`src/logic/memBridge_cfg.svh`:
```
`ifndef MEM_BRIDGE_CFG_SVH
`define MEM_BRIDGE_CFG_SVH

// byte address width on both address channels
`define MB_ADDR_W 32

// array depth in 64-bit words
`define MB_DEPTH_WORDS 256

// word index width into the array
`define MB_INDEX_W ($clog2(`MB_DEPTH_WORDS))

`endif

```
`src/logic/memBridgePkg.sv`:
```
`default_nettype none

`include "memBridge_cfg.svh"

package memBridgePkg;

  // one incrementing burst command
  typedef struct packed {
    logic [`MB_ADDR_W-1:0] addr;
    logic [7:0]            len;
    logic [2:0]            size;
  } burstCmd_t;

  // write data channel payload
  typedef struct packed {
    logic [63:0] data;
    logic [7:0]  strb;
  } writeBeat_t;

  // read data channel payload
  typedef struct packed {
    logic [63:0] data;
    logic        last;
  } readBeat_t;

  // bytes per beat, sizes above 8 bytes still move 8
  function automatic logic [3:0] beatStep(input logic [2:0] size);
    logic [2:0] clipped;
    clipped = (size > 3'd3) ? 3'd3 : size;
    return 4'd1 << clipped;
  endfunction

endpackage

`default_nettype wire

```
`src/logic/readResponder.sv`:
```
`default_nettype none

`include "memBridge_cfg.svh"

module readResponder (
  input  wire logic                   clock,
  input  wire logic                   reset,
  input  wire logic                   beatActive,
  input  wire logic                   beatLast,
  input  wire logic [`MB_ADDR_W-1:0]  beatAddr,
  input  wire logic [2:0]             size,
  input  wire logic [63:0]            readWord,
  input  wire logic                   rReady,
  output logic                        advance,
  output logic                        readEnable,
  output logic [`MB_INDEX_W-1:0]      readIndex,
  output logic                        rValid,
  output memBridgePkg::readBeat_t     rBeat
);
  import memBridgePkg::*;

  logic        slotFree;
  logic        issue;
  logic        pending;
  logic        lastIssued;
  logic        lastTaken;
  logic        pendLast;
  logic [2:0]  pendOffset;
  logic [2:0]  pendSize;
  logic [63:0] shiftedWord;
  logic [63:0] laneWord;
  readBeat_t   nextBeat;

  // output slot empty or handed over this cycle
  assign slotFree = !rValid || rReady;

  // a pending word always drains when the slot frees, so it never blocks an issue
  assign issue = beatActive && slotFree && !lastIssued;
  assign lastTaken = rValid && rReady && rBeat.last;

  // final beat retires the burst only once the data channel takes it
  assign advance = (issue && !beatLast) || lastTaken;

  assign readEnable = issue;
  assign readIndex = `MB_INDEX_W'((beatAddr >> 3) % `MB_DEPTH_WORDS);

  always_ff @(posedge clock) begin
    if (reset) begin
      pending <= 1'b0;
      lastIssued <= 1'b0;
      rValid <= 1'b0;
    end else begin
      if (issue) begin
        pending <= 1'b1;
      end else if (slotFree) begin
        pending <= 1'b0;
      end
      if (issue && beatLast) begin
        lastIssued <= 1'b1;
      end else if (lastTaken) begin
        lastIssued <= 1'b0;
      end
      if (pending && slotFree) begin
        rValid <= 1'b1;
      end else if (slotFree) begin
        rValid <= 1'b0;
      end
    end
  end

  // lane info travels alongside the array read
  always_ff @(posedge clock) begin
    if (issue) begin
      pendOffset <= beatAddr[2:0];
      pendSize <= size;
      pendLast <= beatLast;
    end
  end

  // narrow beats land at bit 0, zero above
  assign shiftedWord = readWord >> {pendOffset, 3'b000};

  always_comb begin
    case (pendSize)
      3'd0: laneWord = {56'd0, shiftedWord[7:0]};
      3'd1: laneWord = {48'd0, shiftedWord[15:0]};
      3'd2: laneWord = {32'd0, shiftedWord[31:0]};
      default: laneWord = readWord;
    endcase
  end

  assign nextBeat = '{data: laneWord, last: pendLast};

  always_ff @(posedge clock) begin
    if (pending && slotFree) begin
      rBeat <= nextBeat;
    end
  end

  // a stalled beat keeps its value until the sink takes it
  rBeatHold: assert property (
    @(posedge clock) disable iff (reset)
    (rValid && !rReady) |=> (rValid && $stable(rBeat))
  );

endmodule

`default_nettype wire

```
`config.mk`:
```
export PLATFORM = sky130hd
export DESIGN_NAME = readResponder
export DESIGN_NICKNAME = d
export VERILOG_FILES = /design/src/logic/memBridgePkg.sv /design/src/logic/readResponder.sv
export VERILOG_INCLUDE_DIRS = /design/src /design/src/logic
export SDC_FILE = /design/constraint.sdc
export NUM_CORES = 1
export LEC_CHECK = 0
export BUFFER_PORTS_ARGS = -buffer_cell sky130_fd_sc_hd__buf_2
export CORE_ASPECT_RATIO = 1.25
export CORE_MARGIN = 2
export CORE_UTILIZATION = 49
export DETAILED_ROUTE_END_ITERATION = 12
export PLACE_DENSITY = 0.8
export SYNTH_ARGS = -nofsm -noshare
export SYNTH_HDL_FRONTEND = slang
export SYNTH_SLANG_ARGS = --single-unit
```
`constraint.sdc`:
```
create_clock -name clock -period 5.37 [get_ports clock]
set_input_delay 0.8055 -clock clock [delete_from_list [all_inputs] [get_ports clock]]
set_output_delay 0.8055 -clock clock [all_outputs]
set_load 0.01 [all_outputs]
```
Word level (Yosys, flattened, before mapping)
Index checks and enable logic that the tools add are counted.

Register bits: 75. Input port bits: 104. Output and inout bits: 76. Word-level logic and storage cells: 33.

Equality and inequality tests: 2. Shift operators: 1. Multiplexer cells: 6. Reduce and logical (&&, ||, !) cells: 16.

Operators by type and width (count): $pmux 64 s3 (1); $shr 64x6->32 (1); $logic_and 1x1->1 (7); $reduce_bool 2->1 (3); $mux 1 (5); $eq 3x1->1 const B (1); $eq 3x2->1 const B (1); $logic_not 1->1 (3); $logic_not 3->1 (1); $logic_or 1x1->1 (2).

Longest topological paths before layout
Depth after elaboration: 6. Mapped depth: 6. Gate-level depth less buffers: 3.

Least setup slack after synthesis
No wires, ideal clock.

Kind: input-to-reg. Start point: input rReady. End point: register rBeat[0] (netlist bit) (enable). Setup time: 0.496 ns. Data arrival time: 3.783 ns. Data required time: 4.874 ns. Path slack: 1.091 ns. Stages on the path: 2. Path through: nor2b_1 -> nor2b_1.

Cells in the longest elaborated chain, start to end: 2.

RTL lines: start, declared (RTL line readResponder.sv:13) `input wire logic rReady,`; $logic_or 1x1->1 (RTL line readResponder.sv:35) `assign slotFree = !rValid || rReady;`; $logic_and 1x1->1 (RTL line readResponder.sv:95) `if (pending && slotFree) begin`; end signal, assigned (RTL line readResponder.sv:96) `rBeat <= nextBeat;`; end, declared (RTL line readResponder.sv:18) `output memBridgePkg::readBeat_t rBeat`.

Every way passes these cells. A chain may end at the register's enable or synchronous reset.

Final worst setup path
Start point: input rReady. End point: output readEnable.

Cells in the longest elaborated chain, start to end: 3.

RTL lines: $logic_or 1x1->1 (RTL line readResponder.sv:35); $logic_and 1x1->1 (2 in a row) (RTL line readResponder.sv:38) `assign issue = beatActive && slotFree && !lastIssued;`; end, declared (RTL line readResponder.sv:15) `output logic readEnable,`.

Every way passes these cells.

==> out/results.ini <==
[clock_tree]
root_buffer=clkbuf_16
ctsResizeCount=0
clock-sinks=75
cts_tree=built
cts_buffers=9
cts_setup_buffers=0
cts_htree_levels=3
clk_pin_slew_ps=50
clock_path_buffers=2
insertion_delay_ps=340
hold_buffers=0

[logic_synthesis]
syn_nets=450
synthCells=346
synth_area_per_cell_sq_um=13.2
synth-seq-area-share=0.488
synth.cell_area_sq_um=4560
yosysWarnings=0
ys_ff_latch=75
yosys.cell_types.count=36

[critical_path]
cpMaxStageDelayCell=nor3b_1
rr_startpoint=pendOffset[1]
path_cells=buf_2 -> nor2b_1 -> nor3b_1 -> buf_2
cp-startpoint=rReady
critPathMaxFanout=9
crit_arrival_ps=2170
criticalPathCategory=in2out
required_ps=4560
start_kind=input pin
max_stage_delay_ps=890
endpoint_kind=output port
crit_top_cell=buf_2

[finish]
seq_area_sq_um=2220
final_area_sq_um=5550
num_antenna_cells=0
drive_above_1_share=0.420
multi_input_area_sq_um=2010
utilization=0.611
fill_cells=730
nNetsFinal=573
area_growth_pct=21.7

[timing]
slew_violations=0
worst_slew_pin_slew_ps=1080
slew_headroom=0.280
finClkSkew_ps=4.31
rsz0062_at_grt=no
holdWs_ps=433
fin_crit_sh=0.555
fmaxAchievable_mhz=336
setup_violations=0
fin_tns_setup_ps=0
hold_violations=0
min_period_ps=2980

[die]
die_width_um=90.3
boundaryPins=180
die-area_sq_um=10100
core_region_area_sq_um=9080
rows=39
die_h_um=112
initial_core_util=0.502

[placement]
dp_hpwl_um=7580
place_congestion=0.804
portBuffers=142
placed_area_sq_um=5240

[routing]
vias_per_cell=5.90
ant_nets=0
wl_um=11400
wl_per_cell_um=19.2
firstDrtPassIters=5
drt_iter0_drc=200
drc=0
num_vias=3524

[min_path]
min_from=pendLast
worst_hold_path_type=reg2reg

[grt]
grt_max_degree=46
antenna_found_initial=0
first_global_vias=3494
met1_usage=0.272
grt_usage=0.233
met3_usage=0.0541
grt-ovfl-total=0
grt.busiest_layer=met2
grt_util_met2=0.409
grt_pass1_wl_um=18000

[outcome]
status=complete, no violations

[power_and_ir_drop]
power_mw=1.64
peakVddDrop_mv=0.176
p_per_area_nw_per_um2=296
power.leakage_nw=2.26

[flow_run]
maxCapViolCount=0

==> routing by layer <==
metal | vias up | wire length, um
met5 | - | 0
met4 | 0 | 258
met3 | 26 | 939
met2 | 197 | 6020
met1 | 1712 | 4210
li1 | 1589 | -
==> cells by family after synthesis <==
kind of cell              synth area share
muxes                                0.208
buffers and inverters               0.0730
DFF                                  0.488
and+or+nand+nor                      0.106
xor gates and xnor gates           0.00192
AOI/OAI and AO/OA                    0.124
==> area by class of cell <==
cell class | instances | area share
flip-flops and latches | 75 | 0.401
clock buffers | 11 | 0.0420
inverters | 24 | 0.0162
repair buffers | 148 | 0.136
clock inverters | 5 | 0.0140
well taps | 123 | 0.0278
multi-input cells | 211 | 0.363
==> final timing paths <==
kind	end	slack [ps]	cells past startpoint
max	readEnable	2390	4
min	rBeat[0]	430	0
max reg2reg	rBeat[29]	2600	4
min reg2reg	rBeat[0]	430	0
==> Yosys cell counts (all sizes together) <==
| library cell | instances | area, sq um |
|---|---|---|
| clkinv | 11 | 41.3 |
| nand2b | 3 | 26.3 |
| nand2 | 19 | 71.3 |
| clkbuf | 6 | 22.5 |
| a22oi | 8 | 60.1 |
| and2 | 25 | 156 |
| mux4 | 24 | 548 |
| mux2i | 40 | 400 |
| inv | 13 | 48.8 |
| o221ai | 24 | 260 |
| xnor2 | 1 | 8.76 |
| nor3b | 3 | 27.5 |
| nor2b | 11 | 68.8 |
| buf | 30 | 220 |
| o22a | 8 | 70.1 |
| nand3 | 1 | 5.00 |
| a21oi | 3 | 15.0 |
| nor2 | 13 | 51.3 |
| a21o | 1 | 7.51 |
| o211ai | 8 | 60.1 |
| nand3b | 8 | 60.1 |
| dfxtp | 3 | 60.1 |
| or3 | 1 | 6.26 |
| edfxtp | 72 | 2160 |
| o21ba | 1 | 10.0 |
| a32o | 8 | 80.1 |
| or3b | 1 | 8.76 |
==> sequential cells by signal, summed over array words and instances (netlist names) <==
name / cells
rValid: 1
pendOffset: 3
pendLast: 1
pendSize: 3
lastIssued: 1
rBeat: 65
pending: 1
==> critical path, delay by kind of cell <==
| family | cells | cell delay [ps] |
|---|---|---|
| and+or+nand+nor | 2 | 1000 |
| buffers and inverters | 2 | 370 |
==> cells in the final DEF (no fill, tap or decap), drive strengths merged, types with 8 or more instances in the layout <==
cell and instances:
a22oi 8, a32o 8, and2 25, buf 148
clkbuf 11, clkinv 13, edfxtp 72, inv 13
mux2i 40, mux4 24, nand2 19, nand3b 8
nor2 13, nor2b 11, o211ai 8, o221ai 24
o22a 8
==> power breakdown <==
group / switching (mW) / internal, mW / total, mW / leakage (nW)
registers: 0.0184 / 0.689 / 0.707 / 0.704
logic: 0.160 / 0.137 / 0.297 / 1.41
clock network: 0.232 / 0.405 / 0.638 / 0.150
total: 0.411 / 1.23 / 1.64 / 2.26
==> through the flow <==
stage | setup slack (ps) | instances
floorplan | 1090 | 346
global placement | 2400 | 581
detailed placement | 2370 | 581
CTS | 2370 | 597
global route | 2280 | 597
finish | 2390 | 597
No activity file was read; power rests on OpenSTA's default activity.
