`src/logic/memBridge_cfg.svh`:
```
`ifndef MEM_BRIDGE_CFG_SVH
`define MEM_BRIDGE_CFG_SVH

// byte address width on both address channels
`define MB_ADDR_W 32

// array depth in 64-bit words
`define MB_DEPTH_WORDS 256

// word index width into the array
`define MB_INDEX_W ($clog2(`MB_DEPTH_WORDS))

`endif

```
`src/logic/memBridgePkg.sv`:
```
`default_nettype none

`include "memBridge_cfg.svh"

package memBridgePkg;

  // one incrementing burst command
  typedef struct packed {
    logic [`MB_ADDR_W-1:0] addr;
    logic [7:0]            len;
    logic [2:0]            size;
  } burstCmd_t;

  // write data channel payload
  typedef struct packed {
    logic [63:0] data;
    logic [7:0]  strb;
  } writeBeat_t;

  // read data channel payload
  typedef struct packed {
    logic [63:0] data;
    logic        last;
  } readBeat_t;

  // bytes per beat, sizes above 8 bytes still move 8
  function automatic logic [3:0] beatStep(input logic [2:0] size);
    logic [2:0] clipped;
    clipped = (size > 3'd3) ? 3'd3 : size;
    return 4'd1 << clipped;
  endfunction

endpackage

`default_nettype wire

```
`src/logic/burstSequencer.sv`:
```
`default_nettype none

`include "memBridge_cfg.svh"

module burstSequencer (
  input  wire logic                    clock,
  input  wire logic                    reset,
  input  wire logic                    cmdValid,
  input  wire memBridgePkg::burstCmd_t cmd,
  input  wire logic                    advance,
  output logic                         cmdReady,
  output logic                         beatActive,
  output logic                         beatLast,
  output logic [2:0]                   beatSize,
  output logic [`MB_ADDR_W-1:0]        beatAddr
);
  import memBridgePkg::*;

  localparam logic Idle = 1'b0;
  localparam logic Active = 1'b1;

  logic                  state;
  logic [7:0]            countReg;
  logic [2:0]            sizeReg;
  logic [`MB_ADDR_W-1:0] addrReg;
  logic                  accept;
  logic                  step;

  assign cmdReady = (state == Idle);
  assign accept = cmdValid && cmdReady;
  assign beatActive = (state == Active);
  assign beatLast = beatActive && (countReg == 8'd0);
  assign step = advance && beatActive;

  assign beatAddr = addrReg;
  assign beatSize = sizeReg;

  // idle/active and remaining beats
  always_ff @(posedge clock) begin
    if (reset) begin
      state <= Idle;
      countReg <= 8'd0;
    end else if (accept) begin
      state <= Active;
      countReg <= cmd.len;
    end else if (step) begin
      if (beatLast) begin
        state <= Idle;
      end else begin
        countReg <= countReg - 8'd1;
      end
    end
  end

  // burst payload
  always_ff @(posedge clock) begin
    if (accept) begin
      addrReg <= cmd.addr;
      sizeReg <= cmd.size;
    end else if (step) begin
      addrReg <= addrReg + `MB_ADDR_W'(beatStep(sizeReg));
    end
  end

  // advance comes from outside the sequencer and must only hit a live burst
  advanceWhileActive: assert property (
    @(posedge clock) disable iff (reset)
    advance |-> beatActive
  );

  // count only falls while the burst runs, and the zero beat ends it
  countNoWrap: assert property (
    @(posedge clock) disable iff (reset)
    step |=> !beatActive || (countReg < $past(countReg))
  );

endmodule

`default_nettype wire

```
`config.mk`:
```
export PLATFORM = sky130hd
export DESIGN_NAME = burstSequencer
export DESIGN_NICKNAME = d
export VERILOG_FILES = /design/src/logic/memBridgePkg.sv /design/src/logic/burstSequencer.sv
export VERILOG_INCLUDE_DIRS = /design/src /design/src/logic
export SDC_FILE = /design/constraint.sdc
export NUM_CORES = 1
export LEC_CHECK = 0
export BUFFER_PORTS_ARGS = -buffer_cell sky130_fd_sc_hd__buf_2
export CAP_MARGIN = 20
export CORE_MARGIN = 1
export CORE_UTILIZATION = 56
export DETAILED_ROUTE_END_ITERATION = 16
export PLACE_DENSITY = 0.86
export SLEW_MARGIN = 10
export SYNTH_ARGS = -nofsm -noshare
export SYNTH_HDL_FRONTEND = slang
export SYNTH_SLANG_ARGS = --single-unit
```
`constraint.sdc`:
```
create_clock -name clock -period 7 [get_ports clock]
set_clock_uncertainty 0.1 [all_clocks]
set_input_delay 1.05 -clock clock [delete_from_list [all_inputs] [get_ports clock]]
set_output_delay 1.05 -clock clock [all_outputs]
set_load 0.03 [all_outputs]
```
* Yosys cells after proc, flatten, opt, wreduce, memory -nomap -nowiden
Cells that the tools add are included.
** Word-level totals
- Register bits :: 44
- Output and inout port bits :: 38
** Cells by class
- Bitwise gates (word level) :: 1
- Equality and inequality tests :: 1
- Muxes and demuxes :: 9
- Add/subtract/negate cells :: 2
- Shifts and indexed selects :: 1
- Magnitude comparators :: 1
- Reduce and logical (&&, ||, !) cells :: 8
** Operator list (count)
- two-way mux 32 bit :: 2
- adder 32 x 4 -> 32 bit :: 1
- two-way mux 8 bit :: 3
- logical NOT 8 bit :: 1
- subtractor 8 x 1 -> 8 bit, second input constant :: 1
- AND reduction 2 bit :: 2
- nonzero test 2 bit :: 2
- << shifter 1 x 3 -> 4 bit, first input constant :: 1
- > comparator 3 x 2 -> 1 bit, second input constant :: 1
- logical AND 1 bit :: 3
- two-way mux 1 bit :: 3
- two-way mux 3 bit :: 1
- inequality test 2 x 1 -> 1 bit, second input constant :: 1
- inverter 1 bit :: 1

* Depth between registers and ports, before layout
- Depth after elaboration :: 6
- Gate-level depth with buffers :: 9
- Mapped depth without buffers :: 8

* Worst setup path before layout
OpenSTA, ideal clock, no wires.
- Path kind :: input to register
- Start point :: in cmdValid
- End point :: reg countReg[7]
- Path slack :: 4.072 ns
- Buffers on the path :: 2
- Arrival :: 2.758 ns
- Cell stages on the path :: 7
- Cell sequence :: nand2b_1 > buf_2 > nand2_1 > o21ai_1 > buf_2 > a211o_1 > a21oi_1
** On the way
- Word-level cells in the longest chain between the ends :: 3
- Elaborated cells on any way between the ends :: 5
** RTL lines
- start: declaration :: line burstSequencer.sv:8 : input wire logic cmdValid,
- logical AND 1 bit (*) :: line burstSequencer.sv:30 : assign accept = cmdValid && cmdReady;
- inequality test 2 x 1 -> 1 bit (no line) or nonzero test 2 bit (tied branches)
- AND reduction 2 bit (no line)
- end signal: assignment :: line burstSequencer.sv:45 : countReg <= cmd.len;
- end signal: assignment :: line burstSequencer.sv:50 : countReg <= countReg - 8'd1;
- end: declaration :: line burstSequencer.sv:23 : logic [7:0] countReg;
Every way passes the cells marked *; elsewhere a longest branch is shown, timed or not.
A chain may end at the register's enable or synchronous reset.

* Final worst setup path
- Start point :: reg countReg[0]
- End point :: out beatLast
** On the way
- Word-level cells in the longest chain between the ends :: 2
** RTL lines
- logical NOT 8 bit :: line burstSequencer.sv:32 : assign beatLast = beatActive && (countReg == 8'd0);
- logical AND 1 bit :: line burstSequencer.sv:32
- end: declaration :: line burstSequencer.sv:13 : output logic beatLast,
No other way between the ends.

==> impl_results.html <==
<table>
<tr><th>Metric</th><th>Value</th></tr>
<tr><th colspan="2">Yosys</th></tr>
<tr><td>Post-synthesis instance total</td><td>between 300 and 400</td></tr>
<tr><td>Most used flip-flop cell after synthesis</td><td>sky130_fd_sc_hd__edfxtp_1</td></tr>
<tr><td>Number of enable-type register cells in the synthesized netlist</td><td>35</td></tr>
<tr><td>Register bit count reported by yosys</td><td>44</td></tr>
<tr><td>Total nets after synthesis</td><td>355</td></tr>
<tr><td>Part of the Yosys area used for sequential elements</td><td>0.4442</td></tr>
<tr><td>Summed instance area of the synthesized netlist</td><td>~2800 µm²</td></tr>
<tr><td>Synthesis Warnings</td><td>0</td></tr>
<tr><td>Count of different cell masters after synthesis</td><td>46</td></tr>
<tr><td>Average size of a mapped cell</td><td>9.177 µm²</td></tr>
<tr><td>FFs w/ async S/R, synth</td><td>0</td></tr>
<tr><th colspan="2">Power and ir drop</th></tr>
<tr><td>Power density over cell area</td><td>~230 nW/µm²</td></tr>
<tr><td>Proportion of power drawn by flip-flops and latches</td><td>0.476</td></tr>
<tr><td>Static Leak</td><td>~0.0013 µW</td></tr>
<tr><td>Share of total power in combinational logic</td><td>0.325</td></tr>
<tr><td>Net switching share of the total power</td><td>0.3674</td></tr>
<tr><td>Psw</td><td>between 200 and 300 µW</td></tr>
<tr><td>Internal power consumption</td><td>between 400 and 500 µW</td></tr>
<tr><td>Max IR drop VDD</td><td>121.2 µV</td></tr>
<tr><td>Clock network power share</td><td>0.199</td></tr>
<tr><th colspan="2">Detailed routing</th></tr>
<tr><td>Routed wire length per instance</td><td>~14 µm</td></tr>
<tr><td>Number of remaining DRC errors</td><td>0</td></tr>
<tr><td>Via density</td><td>between 5 and 6</td></tr>
<tr><td>Number of nets with antenna violations after detailed routing</td><td>0</td></tr>
<tr><td>Number of design-rule violations left by the first detailed-router iteration</td><td>about 170</td></tr>
<tr><td>Count of vias placed by the detailed router</td><td>2440</td></tr>
<tr><td>Total routed wirelength</td><td>6.293 mm</td></tr>
<tr><td>1st-pass router iterations</td><td>5</td></tr>
<tr><th colspan="2">Layout</th></tr>
<tr><td>Relative area change from synthesis to final layout</td><td>18.83%</td></tr>
<tr><td>Utilization of the core after routing</td><td>0.6926</td></tr>
<tr><td>Share of final-layout standard cells stronger than drive strength 1</td><td>0.2782</td></tr>
<tr><td>Final net count</td><td>between 400 and 500</td></tr>
<tr><td>Count of inserted antenna diode cells</td><td>0</td></tr>
<tr><th colspan="2">Critical path</th></tr>
<tr><td>R2R Path End</td><td>beatAddr[30]</td></tr>
<tr><td>Required time of the worst setup path</td><td>between 5000 and 6000 ps</td></tr>
<tr><td>Depth of the worst register-to-register path</td><td>8</td></tr>
<tr><td>Count of buffering cells on the critical path with inverters included</td><td>2</td></tr>
<tr><td>Worst-path cell with the longest stage delay</td><td>sky130_fd_sc_hd__dfxtp_1</td></tr>
<tr><td>Maximum fanout encountered on the critical timing path</td><td>5</td></tr>
<tr><td>Worst-path cell chain</td><td>inv_1 &gt; ha_1 &gt; nor3b_2 &gt; nand3_1 &gt; nor2_1 &gt; buf_2</td></tr>
<tr><td>Arrival time at the worst endpoint</td><td>between 1500 and 2000 ps</td></tr>
<tr><td>Slack of the worst reg-to-reg path</td><td>4300 ps</td></tr>
<tr><td>Launch point of the worst reg-to-reg path</td><td>beatSize[1]</td></tr>
<tr><td>Endpoint kind of the worst setup timing path</td><td>output pin</td></tr>
<tr><td>CP Launch Type</td><td>flip-flop</td></tr>
<tr><td>Path type of the worst setup path</td><td>reg -&gt; out</td></tr>
<tr><td>Longest individual stage delay on the worst path</td><td>roughly 360 ps</td></tr>
<tr><td>Top Family by Delay on Critical Path</td><td>simple AND/OR/NAND/NOR gates</td></tr>
<tr><th colspan="2">Clock network</th></tr>
<tr><td>Buffer cell driving the clock tree root</td><td>sky130_fd_sc_hd__clkbuf_8</td></tr>
<tr><td>Hold-fix buffers at CTS</td><td>0</td></tr>
<tr><td>Worst skew pair latency</td><td>around 300 ps</td></tr>
<tr><td>Clock transition at the registers of the reported paths</td><td>approximately 70 ps</td></tr>
<tr><td>Clock buffer depth</td><td>2</td></tr>
<tr><td>Clock tree from TritonCTS</td><td>yes</td></tr>
<tr><td>Number of buffers inserted during clock tree synthesis</td><td>5</td></tr>
<tr><td>TritonCTS Sinks</td><td>44</td></tr>
<tr><td>Number of resized instances in the post-cts repair step</td><td>0</td></tr>
<tr><td>Post-CTS Setup Bufs</td><td>0</td></tr>
<tr><td>Htree depth</td><td>2</td></tr>
<tr><th colspan="2">Timing</th></tr>
<tr><td>Post-route fraction of the period consumed by the critical path</td><td>0.4153</td></tr>
<tr><td>Rel. slew slack</td><td>0.3994</td></tr>
<tr><td>Fin Hold WS</td><td>about 380 ps</td></tr>
<tr><td># setup viols final</td><td>0</td></tr>
<tr><td>Transition time at the pin with the least slew margin</td><td>a little under 900 ps</td></tr>
<tr><td>Sum Neg Setup Slack</td><td>0 ps</td></tr>
<tr><td>Final number of hold-violating endpoints</td><td>0</td></tr>
<tr><td>Post-layout min period</td><td>slightly below 3000 ps</td></tr>
<tr><td>Final setup slack of the worst path</td><td>about 4000 ps</td></tr>
<tr><td>Peak Freq</td><td>~340 MHz</td></tr>
<tr><td>RSZ-0062 raised after global routing</td><td>false</td></tr>
<tr><td>Total count of max-transition violations in the final report</td><td>0</td></tr>
<tr><th colspan="2">Floorplanning</th></tr>
<tr><td>Number of I/O pins</td><td>85</td></tr>
<tr><td>Core area</td><td>4755 µm²</td></tr>
<tr><td>Row count</td><td>25</td></tr>
<tr><td>Die width</td><td>about 72 µm</td></tr>
<tr><td>Effective utilization at floorplan</td><td>0.5829</td></tr>
<tr><td>Die area</td><td>around 5200 µm²</td></tr>
<tr><td>Vertical extent of the die</td><td>72.35 µm</td></tr>
<tr><th colspan="2">Place</th></tr>
<tr><td>Number of port buffers</td><td>between 80 and 90</td></tr>
<tr><td>Routability Congestion</td><td>0.8206</td></tr>
<tr><td>DP HPWL</td><td>about 4.5 mm</td></tr>
<tr><td>Worst setup timing slack at the placement stage</td><td>~4000 ps</td></tr>
<tr><th colspan="2">Min path</th></tr>
<tr><td>Hold Path Cell Cnt</td><td>2</td></tr>
<tr><td>Hold path startpoint</td><td>countReg[6]</td></tr>
<tr><td>Endpoint of the worst hold path</td><td>countReg[6]</td></tr>
<tr><td>Worst hold path class</td><td>reg -&gt; reg</td></tr>
<tr><th colspan="2">Run status</th></tr>
<tr><td>Result of the run</td><td>finished clean</td></tr>
<tr><th colspan="2">GRT</th></tr>
<tr><td>Global-route wire length before repair</td><td>approximately 10 mm</td></tr>
<tr><td>Number of antenna violations at the first check in global routing</td><td>0</td></tr>
<tr><td>Combined global-route utilization of all metal layers</td><td>0.2604</td></tr>
<tr><td>Number of global-route vias before repair</td><td>between 2000 and 2500</td></tr>
<tr><td>Grt ovf</td><td>0</td></tr>
<tr><td>Largest net degree at the start of global routing</td><td>58</td></tr>
<tr><th colspan="2">Job</th></tr>
<tr><td>Max capacitance violation total</td><td>0</td></tr>
</table>
==> logic make-up after synthesis <==
kind of cell,count (synthesis),synth area share
flip-flops,44,0.4442
XOR/XNOR,25,0.07901
AND/OR/NAND/NOR,137,0.2659
AO/OA/AOI/OAI,67,0.1409
buffers and inverters,23,0.04018
adder cells (fa/ha/maj),6,0.02980
==> registers in the layout, indices dropped and copies added, names as in the netlist <==
name and count:
countReg 8, beatAddr 32, beatActive 1, beatSize 3
==> layer usage <==
metal  GRT usage  part of all wire  vias to the layer above
met2      0.4143              0.48                       80
met1      0.3573              0.44                     1104
met4     0.08497             0.019                        0
met5           0                 0                        -
li1            -                 -                     1244
met3     0.05278             0.054                       12
==> placed cells by master (no fill, tap or decap), types with 4 or more instances in the layout <==
master,instances
sky130_fd_sc_hd__a21o_1,4
sky130_fd_sc_hd__a21oi_1,22
sky130_fd_sc_hd__a31oi_1,4
sky130_fd_sc_hd__and3_1,7
sky130_fd_sc_hd__buf_2,84
sky130_fd_sc_hd__clkbuf_8,5
sky130_fd_sc_hd__dfxtp_1,9
sky130_fd_sc_hd__edfxtp_1,35
sky130_fd_sc_hd__ha_1,5
sky130_fd_sc_hd__inv_1,6
sky130_fd_sc_hd__nand2_1,45
sky130_fd_sc_hd__nand3_1,15
sky130_fd_sc_hd__nand4_1,6
sky130_fd_sc_hd__nor2_1,29
sky130_fd_sc_hd__nor3_1,6
sky130_fd_sc_hd__nor4_2,4
sky130_fd_sc_hd__o21ai_0,9
sky130_fd_sc_hd__o21ai_1,19
sky130_fd_sc_hd__or3_1,5
sky130_fd_sc_hd__xnor2_1,15
sky130_fd_sc_hd__xor2_1,10
==> per-stage QoR <==
stage / total power, µW / std cells / cell area (µm²)
after detailed placement: 623.5 / 440 / 3213
after floorplan: 552.4 / 302 / 2771
after CTS: 776.9 / 448 / 3293
after global placement: 614.1 / 440 / 3213
final: 773.0 / 448 / 3293
after global routing: 819.4 / 448 / 3293
==> cells in the mapped netlist, types with 2 or more instances <==
master | instances | share of area
sky130_fd_sc_hd__a21oi_1 | 22 | 0.040
sky130_fd_sc_hd__nor2_1 | 29 | 0.039
sky130_fd_sc_hd__o21ai_0 | 9 | 0.016
sky130_fd_sc_hd__and2_1 | 2 | 0.0045
sky130_fd_sc_hd__edfxtp_1 | 35 | 0.38
sky130_fd_sc_hd__buf_1 | 6 | 0.0081
sky130_fd_sc_hd__or3_1 | 5 | 0.011
sky130_fd_sc_hd__o21ai_1 | 19 | 0.034
sky130_fd_sc_hd__dfxtp_1 | 9 | 0.065
sky130_fd_sc_hd__a31oi_1 | 4 | 0.0090
sky130_fd_sc_hd__nor4_1 | 2 | 0.0045
sky130_fd_sc_hd__a211o_1 | 2 | 0.0063
sky130_fd_sc_hd__a22oi_1 | 3 | 0.0081
sky130_fd_sc_hd__nor3b_1 | 2 | 0.0054
sky130_fd_sc_hd__and3_1 | 7 | 0.016
sky130_fd_sc_hd__ha_1 | 5 | 0.023
sky130_fd_sc_hd__clkbuf_1 | 2 | 0.0027
sky130_fd_sc_hd__nand2_1 | 45 | 0.061
sky130_fd_sc_hd__nor4_2 | 4 | 0.018
sky130_fd_sc_hd__inv_1 | 6 | 0.0081
sky130_fd_sc_hd__or2_2 | 2 | 0.0045
sky130_fd_sc_hd__xor2_1 | 10 | 0.032
sky130_fd_sc_hd__nor3_1 | 6 | 0.011
sky130_fd_sc_hd__nand3_1 | 15 | 0.027
sky130_fd_sc_hd__a21o_1 | 4 | 0.011
sky130_fd_sc_hd__nand4_1 | 6 | 0.014
sky130_fd_sc_hd__buf_6 | 2 | 0.0081
sky130_fd_sc_hd__xnor2_1 | 15 | 0.047
sky130_fd_sc_hd__and4_1 | 3 | 0.0095
sky130_fd_sc_hd__buf_2 | 5 | 0.0090
==> final cells by class <==
class | count | area [µm²]
clock buffer | 8 | 80.08
fill | 411 | 1461
inverter | 7 | 26.28
multi-input combinational | 235 | 1429
sequential | 44 | 1231
tap | 67 | 83.83
timing repair buffer | 87 | 442.9
==> worst min-delay path, cell delays in order (launching register included) <==
cell	delay [ps]
sky130_fd_sc_hd__dfxtp_1	310
sky130_fd_sc_hd__o21ai_1	70
sky130_fd_sc_hd__a21oi_1	60
==> worst max path at each step <==
| stage | to | cells past startpoint | from | slack, ps |
|---|---|---|---|---|
| after floorplan | countReg[7] | 7 | cmdValid | 4070 |
| after global placement | beatAddr[30] | 7 | cmdValid | 4050 |
| after detailed placement | beatAddr[30] | 7 | cmdValid | 3990 |
| after CTS | beatLast | 6 | countReg[0] | 4110 |
| after global routing | beatLast | 6 | countReg[0] | 3940 |
| final | beatLast | 6 | countReg[0] | 4090 |
==> power by group through the flow <==
stage          clock network, µW  registers (µW)  logic (µW)
5_1_grt                      168             374         277
6_report                     154             368         251
3_5_place_dp                   0             373         250
4_1_cts                      158             368         252
3_3_place_gp                   0             371         243
2_1_floorplan                  0             417         136
Power figures use the tool's default switching activity.
